File: config.mk
export PLATFORM = sky130hd
export DESIGN_NAME = frontEndTop
export DESIGN_NICKNAME = d
export VERILOG_FILES = /design/src/opcodePkg.sv /design/src/timingPkg.sv /design/src/fetchStage.sv /design/src/timingSequencer.sv /design/src/decodePla.sv /design/src/frontEndTop.sv
export SDC_FILE = /design/constraint.sdc
export NUM_CORES = 1
export LEC_CHECK = 0
export BUFFER_PORTS_ARGS = -buffer_cell sky130_fd_sc_hd__buf_4
export CAP_MARGIN = 20
export CORE_MARGIN = 2
export CORE_UTILIZATION = 25
export DETAILED_ROUTE_END_ITERATION = 8
export MAX_ROUTING_LAYER = met4
export SYNTH_ARGS = -nofsm -noshare
export SYNTH_HDL_FRONTEND = slang
export SYNTH_SLANG_ARGS = --single-unit
File: constraint.sdc
create_clock -name NMI_L -period 4.65 [get_ports NMI_L]
set_input_delay 0.6975 -clock NMI_L [delete_from_list [all_inputs] [get_ports NMI_L]]
set_output_delay 0.6975 -clock NMI_L [all_outputs]
set_load 0.01 [all_outputs]
File: src/opcodePkg.sv
// Opcode byte definitions shared by the fetch stage and the decode table
package opcodePkg;

    typedef logic [2:0] opField3;           // Operation or addressing mode field
    typedef logic [1:0] opField2;           // Group field

    // Field layout of the opcode byte as the decoder sees it
    typedef struct packed {
        opField3 opA;                       // Operation, bits 7..5
        opField3 opB;                       // Addressing mode, bits 4..2
        opField2 opC;                       // Group, bits 1..0
    } opFields;

    // One byte with two readings. Fetch treats it as a raw byte
    typedef union packed {
        logic [7:0] raw;                    // Bus byte, loaded or injected
        opFields    fields;                 // Decoded view
    } opcodeWord;

    localparam logic [7:0] brkOpcode = 8'h00;   // BRK, forced in on IRQ

    localparam opField3 storeOp = 3'b100;   // opA of STA/STX/STY

    localparam opField2 grpCtl  = 2'b00;    // Control and index ops
    localparam opField2 grpAlu  = 2'b01;    // Accumulator ALU ops
    localparam opField2 grpRmw  = 2'b10;    // Shift/rotate, X loads and stores
    localparam opField2 grpNone = 2'b11;    // Unused on this core

endpackage

File: src/timingPkg.sv
// Timing state definitions shared by the T-state sequencer and the decode table
package timingPkg;

    localparam int tCount = 6;              // T0 up to T5

    // One-hot cycle state, bit k set means Tk
    typedef logic [tCount-1:0] tStateVec;

    localparam tStateVec tResetState = tStateVec'(1);  // T0, opcode fetch

    // Instruction length in cycles, 2 to 6
    typedef logic [2:0] cycleCount;

endpackage

File: src/fetchStage.sv
// Opcode fetch with IRQ break injection, loads the instruction register at T0
module fetchStage
    import opcodePkg::*;
(
    input  logic       NMI_L,               // Core clock
    input  logic       rstN,                // Sync reset, active low
    input  logic [7:0] dataIn,              // Data bus byte
    input  logic       irqL,                // Interrupt request, active low
    input  logic       sync,                // High in the fetch cycle
    input  logic       RDY,                 // Ready from memory
    input  logic       nRW,                 // Low on a write cycle
    output opcodeWord  ir,                  // Instruction register
    output logic       irqTaken             // One cycle after a break injection
);

    logic      advance;                     // Cycle completes on this edge
    logic      fetchEdge;                   // Opcode load on this edge
    logic      inject;                      // Break replaces the bus byte
    logic      irqPending;                  // Latched IRQ request
    opcodeWord nextIr;                      // Byte to load into ir

    // Writes never wait on RDY
    assign advance   = RDY | ~nRW;
    assign fetchEdge = advance & sync;
    assign inject    = fetchEdge & irqPending;

    // Pending IRQ wins over the fetched byte
    always_comb begin
        if (irqPending) begin
            nextIr.raw = brkOpcode;
        end else begin
            nextIr.raw = dataIn;
        end
    end

    always_ff @(posedge NMI_L) begin
        if (!rstN) begin
            irqPending <= 1'b0;
            irqTaken   <= 1'b0;
            ir.raw     <= brkOpcode;        // Idle on a break
        end else begin
            irqTaken <= inject;             // Flags the injected fetch
            if (fetchEdge) begin
                ir <= nextIr;               // Same edge as the T0 exit
            end
            // Clear on injection beats a fresh sample
            if (inject) begin
                irqPending <= 1'b0;
            end else if (!irqL) begin
                irqPending <= 1'b1;         // Sampled even in a stall
            end
        end
    end

    // Break lasts six cycles, so no back-to-back injections
    irqTakenSingle: assert property (
        @(posedge NMI_L) disable iff (!rstN)
        irqTaken |=> !irqTaken
    ) else $error("irqTaken high on two consecutive cycles");

endmodule

File: src/timingSequencer.sv
// One-hot T-state counter gated by the RDY/nRW ready rule, drives the sync strobe
module timingSequencer
    import timingPkg::*;
(
    input  logic     NMI_L,                 // Core clock
    input  logic     rstN,                  // Sync reset, active low
    input  logic     RDY,                   // Ready from memory
    input  logic     nRW,                   // Low on a write cycle
    input  logic     lastCycle,             // Final cycle of the instruction
    output tStateVec tState,                // Current T-state
    output logic     sync                   // High in T0
);

    logic     advance;                      // Move to the next state
    tStateVec nextState;                    // State after this cycle

    // Running when RDY is high or the bus is writing
    assign advance = RDY | ~nRW;

    // Last cycle wraps to the fetch, otherwise step one state up
    always_comb begin
        if (lastCycle) begin
            nextState = tResetState;
        end else begin
            nextState = {tState[tCount-2:0], 1'b0};
        end
    end

    always_ff @(posedge NMI_L) begin
        if (!rstN) begin
            tState <= tResetState;          // Start in the fetch cycle
        end else if (advance) begin
            tState <= nextState;
        end
    end

    assign sync = (tState == tResetState);  // Opcode fetch cycle

    // State register holds exactly one T bit
    tStateOneHot: assert property (
        @(posedge NMI_L) disable iff (!rstN)
        $onehot(tState)
    ) else $error("tState not one-hot: %b", tState);

    // Decode must flag T5 as last, so the count wraps to T0
    tStateWrap: assert property (
        @(posedge NMI_L) disable iff (!rstN)
        (tState[tCount-1] && advance) |=> (tState == tResetState)
    ) else $error("tState advanced past T5");

endmodule

File: src/decodePla.sv
// Reduced decode table, gives the last-cycle and write-cycle lines from ir and T-state
module decodePla
    import opcodePkg::*;
    import timingPkg::*;
(
    input  opcodeWord ir,                   // Instruction register
    input  tStateVec  tState,               // Current T-state
    output logic      lastCycle,            // Instruction ends this cycle
    output logic      nRW                   // Low on the store write cycle
);

    cycleCount  cycles;                     // Instruction length N
    logic [2:0] lastIdx;                    // Index of T(N-1)
    logic       inLast;                     // Currently in T(N-1)
    logic       storeWrite;                 // Store with a memory operand

    // Length table by group and addressing mode
    always_comb begin
        if (ir.raw == brkOpcode) begin
            cycles = 3'd6;                  // BRK, also the injected IRQ
        end else begin
            case (ir.fields.opC)
                grpAlu: begin
                    case (ir.fields.opB)
                        3'b000:  cycles = 3'd6;     // (zp,X)
                        3'b001:  cycles = 3'd3;     // zp
                        3'b010:  cycles = 3'd2;     // Immediate
                        3'b011:  cycles = 3'd4;     // abs
                        3'b100:  cycles = 3'd5;     // (zp),Y
                        default: cycles = 3'd4;     // zp,X and abs,X/Y
                    endcase
                end
                grpCtl, grpRmw: begin
                    case (ir.fields.opB)
                        3'b001:  cycles = 3'd3;     // zp
                        3'b011:  cycles = 3'd4;     // abs
                        3'b101:  cycles = 3'd4;     // zp,X
                        3'b111:  cycles = 3'd4;     // abs,X
                        default: cycles = 3'd2;     // Implied, immediate, accumulator
                    endcase
                end
                default: begin
                    cycles = 3'd2;          // grpNone treated as a NOP
                end
            endcase
        end
    end

    assign lastIdx = cycles - 3'd1;
    assign inLast  = tState[lastIdx];

    // T0 never ends an instruction
    assign lastCycle = inLast & ~tState[0];

    // Two-cycle forms like TXS have no memory write
    assign storeWrite = (ir.fields.opA == storeOp) &&
                        (ir.fields.opC != grpNone) &&
                        (cycles > 3'd2);

    assign nRW = ~(storeWrite & inLast);    // Write only in the final cycle

    // Fetch cycle is always a read, whatever the opcode in ir
    always_comb begin
        if (tState[0]) begin
            fetchIsRead: assert (nRW)
                else $error("nRW low in T0, ir %h", ir.raw);
        end
    end

endmodule

File: src/frontEndTop.sv
// Processor front end top level, ties fetch, T-state sequencing and decode together
module frontEndTop
    import opcodePkg::*;
    import timingPkg::*;
(
    input  logic       NMI_L,               // Core clock
    input  logic       rstN,                // Sync reset, active low
    input  logic [7:0] dataIn,              // Data bus byte
    input  logic       RDY,                 // Ready from memory
    input  logic       irqL,                // Interrupt request, active low
    output logic       sync,                // Opcode fetch cycle
    output tStateVec   tState,              // Current T-state
    output opcodeWord  ir,                  // Instruction register
    output logic       nRW,                 // Bus direction, low writes
    output logic       irqTaken             // Break was injected
);

    logic lastCycle;                        // Decode to sequencer

    // Opcode capture and IRQ injection
    fetchStage fetchStageInst (
        .NMI_L    (NMI_L),
        .rstN     (rstN),
        .dataIn   (dataIn),
        .irqL     (irqL),
        .sync     (sync),
        .RDY      (RDY),
        .nRW      (nRW),
        .ir       (ir),
        .irqTaken (irqTaken)
    );

    // T0..T5 counter with ready stall
    timingSequencer timingSequencerInst (
        .NMI_L     (NMI_L),
        .rstN      (rstN),
        .RDY       (RDY),
        .nRW       (nRW),
        .lastCycle (lastCycle),
        .tState    (tState),
        .sync      (sync)
    );

    // Cycle count and store write lines
    decodePla decodePlaInst (
        .ir        (ir),
        .tState    (tState),
        .lastCycle (lastCycle),
        .nRW       (nRW)
    );

endmodule

==> impl_summary.log <==
INFO  metric cp-end-kind = output port
INFO  metric initial_core_utilization = a little over a quarter
INFO  metric ys_ff_latch = 16
INFO  metric setup.worst_path.class = register to output port
INFO  metric finalHoldViolCount = 0
INFO  metric syn_to_final_growth = 21.2%
INFO  metric synth_adder_area_share = 2.02%
INFO  metric fin_worst_skew = approximately 0.0018 ns
INFO  metric grt_usage = roughly 13%
INFO  metric number_of_h_tree_levels = 1
INFO  metric r2r_cells = 8
INFO  metric number_of_flops_mapped_to_enable_cells_by_yosys = 0
INFO  metric cts_tree = built
INFO  metric synth_top_family_by_area = simple AND/OR/NAND/NOR gates
INFO  metric power.density_cell_area = 303 nW/um^2
INFO  metric timing.rr.start = fetchStageInst.ir[4]$_SDFFE_PN0P_
INFO  metric numClockSinks = 16
INFO  metric tightest_slew = 0.664 ns
INFO  metric power.ir.vdd_worst = 179 uV
INFO  metric commonest_register_cell_after_synthesis = sky130_fd_sc_hd__dfxtp_1
INFO  metric core.rowCount = 25
INFO  metric p_leak = around 0.55 nW
INFO  metric netlist.area_leader.share = 25.8%
INFO  metric startpoint_type = register
INFO  metric total_i_o_pin_count = 29
INFO  metric cp.arrival = 3.22 ns
INFO  metric setup_viol = 0
INFO  metric number_of_global_route_vias_before_repair = around 1100
INFO  metric worst_slew_margin_rel = 55.6%
INFO  metric die-width = 74.5 um
INFO  metric postRouteWirelength = 3230 um
INFO  metric cts.root.buffer_cell = sky130_fd_sc_hd__clkbuf_8
INFO  metric hold_depth = 2
INFO  metric post_cts_resize_count = 0
INFO  metric ys_seq_area_share = about a quarter
INFO  metric post_drt_wl_per_cell = 13.8 um
INFO  metric post_synth_top_area_cell = sky130_fd_sc_hd__dfxtp_1
INFO  metric setup_slack_on_the_worst_flop_to_flop_path = 1.55 ns
INFO  metric numPortBuffers = 28
INFO  metric clock_slew_at_reported_path_ffs = 0.06 ns
INFO  metric first_pass_grt_wire_length = 5290 um
INFO  metric die_height = 74.5 um
INFO  metric inserted_clock_buffers = 3
INFO  metric later_pin_clock_latency_in_the_skew_report = 0.25 ns
INFO  metric crit_path_max_fanout = 13
INFO  metric pre_cts_slack = 1.05 ns
INFO  metric post_cts_hold_buffer_count = 0
INFO  metric finalWeightedCongestion = between 0.7 and 0.8
INFO  metric setup_repair_after_global_routing_missed_its_margin = no
INFO  metric layout-drive-gt1-share = 24.6%
INFO  metric drt_pass1_iterations = 4
INFO  metric antenna_found_initial = 0
INFO  metric hp-start = timingSequencerInst.tState[5]$_SDFFE_PN0P_
INFO  metric maxCapViolations = 0
INFO  metric synth_top_cells_by_count = 16 x sky130_fd_sc_hd__dfxtp_1, 13 x sky130_fd_sc_hd__inv_1, 10 x sky130_fd_sc_hd__nand2_1, 10 x sky130_fd_sc_hd__nor4_1, 10 x sky130_fd_sc_hd__o311ai_0
INFO  metric route.detailed.drc = 0
INFO  metric run_status = completed
INFO  metric report.power.total = 456 uW
INFO  metric syn_inst = 150
INFO  metric postSynthAreaPerCell = roughly 8.3 um^2
INFO  metric final_critical_path_setup_slack = 0.728 ns
INFO  metric nNetsFinal = 183
INFO  metric required = 3.95 ns
INFO  metric postCtsSetupBuffers = 0
INFO  metric setup_total_negative_slack = 0 ns
INFO  metric finalWorstPathRequiredPeriod = 3.92 ns
INFO  metric compound_cell_area_share_of_the_yosys_netlist = 26.7%
INFO  metric die_area = 5540 um^2
INFO  metric fillCellCount = 535
INFO  metric ratio_of_final_minimum_period_to_clock_period = 84.3%
INFO  metric synth_warnings = 0
INFO  metric synth_cell_types = 43
INFO  metric layout.area.seq = 320 um^2
INFO  metric maxClockFrequency = 0.255 GHz
INFO  metric synthXorXnorAreaFrac = 0%
INFO  metric coreArea = 4750 um^2
INFO  metric postSynthNetCount = 164
INFO  metric detailedPlacementHpwl = about 2300 um
INFO  metric synth.top_cells.by_area = sky130_fd_sc_hd__dfxtp_1 26%, sky130_fd_sc_hd__o311ai_0 7.1%, sky130_fd_sc_hd__nand4b_1 6.4%
INFO  metric synth.most_common_cell = sky130_fd_sc_hd__dfxtp_1
INFO  metric clock_tree.buffer_depth = 2
INFO  metric synthMuxAreaShare = 5.65%
INFO  metric grt_start_max_net_pins = 40
INFO  metric globalRoute.totalOverflow = 0
INFO  metric n_antenna_cell = 0
INFO  metric detailroute.via_count = 1215
INFO  metric drt_iter0_markers = approximately 100
INFO  metric postSynth.asyncResetShare = 0%
INFO  metric post_synthesis_cell_area = 1240 um^2
INFO  metric synth-simple-area-share = between 30 and 40%
INFO  metric multi_input_comb_area = 800 um^2
INFO  metric hold_class = register to register
INFO  metric r2r_end = fetchStageInst.ir[2]$_SDFFE_PN0P_
INFO  metric final_max_slew_viol_count = 0
INFO  metric whs = 0.494 ns
INFO  metric holdPathEnd = timingSequencerInst.tState[5]$_SDFFE_PN0P_
INFO  metric detail-route-antenna-nets = 0
INFO  metric avgViaCountPerCell = 5.19
-- metal layers --
metal,vias up,routed length [um],GRT usage (%)
met1,562,1560,17.0
met2,29,1440,18.4
met4,0,67,5.16
met5,-,0,-
met3,6,174,2.30
li1,618,-,-
-- layout make-up --
| type | count | share of cell area, % |
|---|---|---|
| inverters | 13 | 3.24 |
| multi-input cells | 107 | 53.2 |
| flip-flops and latches | 16 | 21.3 |
| repair buffers | 28 | 14.0 |
| clock buffers | 3 | 2.75 |
| well taps | 67 | 5.57 |
-- cells by family after synthesis --
logic type | Yosys count
AO/OA/AOI/OAI | 41
multiplexers | 7
AND/OR/NAND/NOR | 57
adder cells (fa/ha/maj) | 2
flip-flops | 16
buffers and inverters | 27
-- through the flow --
stage	util [%]	cells	area (um^2)
after global placement	30.8	231	1460
after global routing	31.6	234	1500
after floorplan	-	150	1240
after CTS	31.6	234	1500
after detailed placement	30.8	231	1460
final	31.6	234	1500
-- flip-flops by register name (all words and copies together), names as in the netlist --
| register | count |
|---|---|
| fetchStageInst.ir | 8 |
| fetchStageInst.irqPending | 1 |
| fetchStageInst.irqTaken | 1 |
| timingSequencerInst.tState | 6 |
-- placed cells by master, fill, tap and decap left out, types with 2 or more instances in the layout --
cell	count
sky130_fd_sc_hd__o21ai_0	2
sky130_fd_sc_hd__nor3b_1	2
sky130_fd_sc_hd__nand3_1	4
sky130_fd_sc_hd__nor2_1	2
sky130_fd_sc_hd__clkbuf_8	3
sky130_fd_sc_hd__nor4_1	10
sky130_fd_sc_hd__dfxtp_1	16
sky130_fd_sc_hd__a31oi_1	9
sky130_fd_sc_hd__nand4b_1	9
sky130_fd_sc_hd__ha_1	2
sky130_fd_sc_hd__o211ai_2	2
sky130_fd_sc_hd__buf_4	28
sky130_fd_sc_hd__a21oi_1	3
sky130_fd_sc_hd__o211ai_1	6
sky130_fd_sc_hd__nor2b_1	8
sky130_fd_sc_hd__nand2_1	10
sky130_fd_sc_hd__inv_1	13
sky130_fd_sc_hd__mux2i_1	7
sky130_fd_sc_hd__o311ai_0	10
-- where the power goes --
group | internal (mW) | total (mW) | switching, mW
logic | 0.0729 | 0.179 | 0.106
clock network | 0.0574 | 0.102 | 0.0451
registers | 0.149 | 0.175 | 0.0262
total | 0.279 | 0.456 | 0.177
-- critical path, cell delays in order (launching register included) --
cell	delay, ns
sky130_fd_sc_hd__dfxtp_1	0.53
sky130_fd_sc_hd__nor4bb_1	0.33
sky130_fd_sc_hd__or3_4	0.19
sky130_fd_sc_hd__nand2_1	0.07
sky130_fd_sc_hd__ha_1	0.37
sky130_fd_sc_hd__a221oi_1	0.36
sky130_fd_sc_hd__a2bb2oi_2	0.49
sky130_fd_sc_hd__or3_1	0.44
sky130_fd_sc_hd__buf_4	0.20
-- worst max path at each step --
stage,start,endpoint,slack (ns)
final,fetchStageInst.ir[4]$_SDFFE_PN0P_,nRW,0.73
after floorplan,fetchStageInst.ir[4]$_SDFFE_PN0P_,nRW,1.62
after global placement,fetchStageInst.ir[4]$_SDFFE_PN0P_,nRW,1.13
after global routing,fetchStageInst.ir[4]$_SDFFE_PN0P_,nRW,0.52
after CTS,fetchStageInst.ir[4]$_SDFFE_PN0P_,nRW,0.79
after detailed placement,fetchStageInst.ir[4]$_SDFFE_PN0P_,nRW,1.05
(Power assumes the default switching activity.)
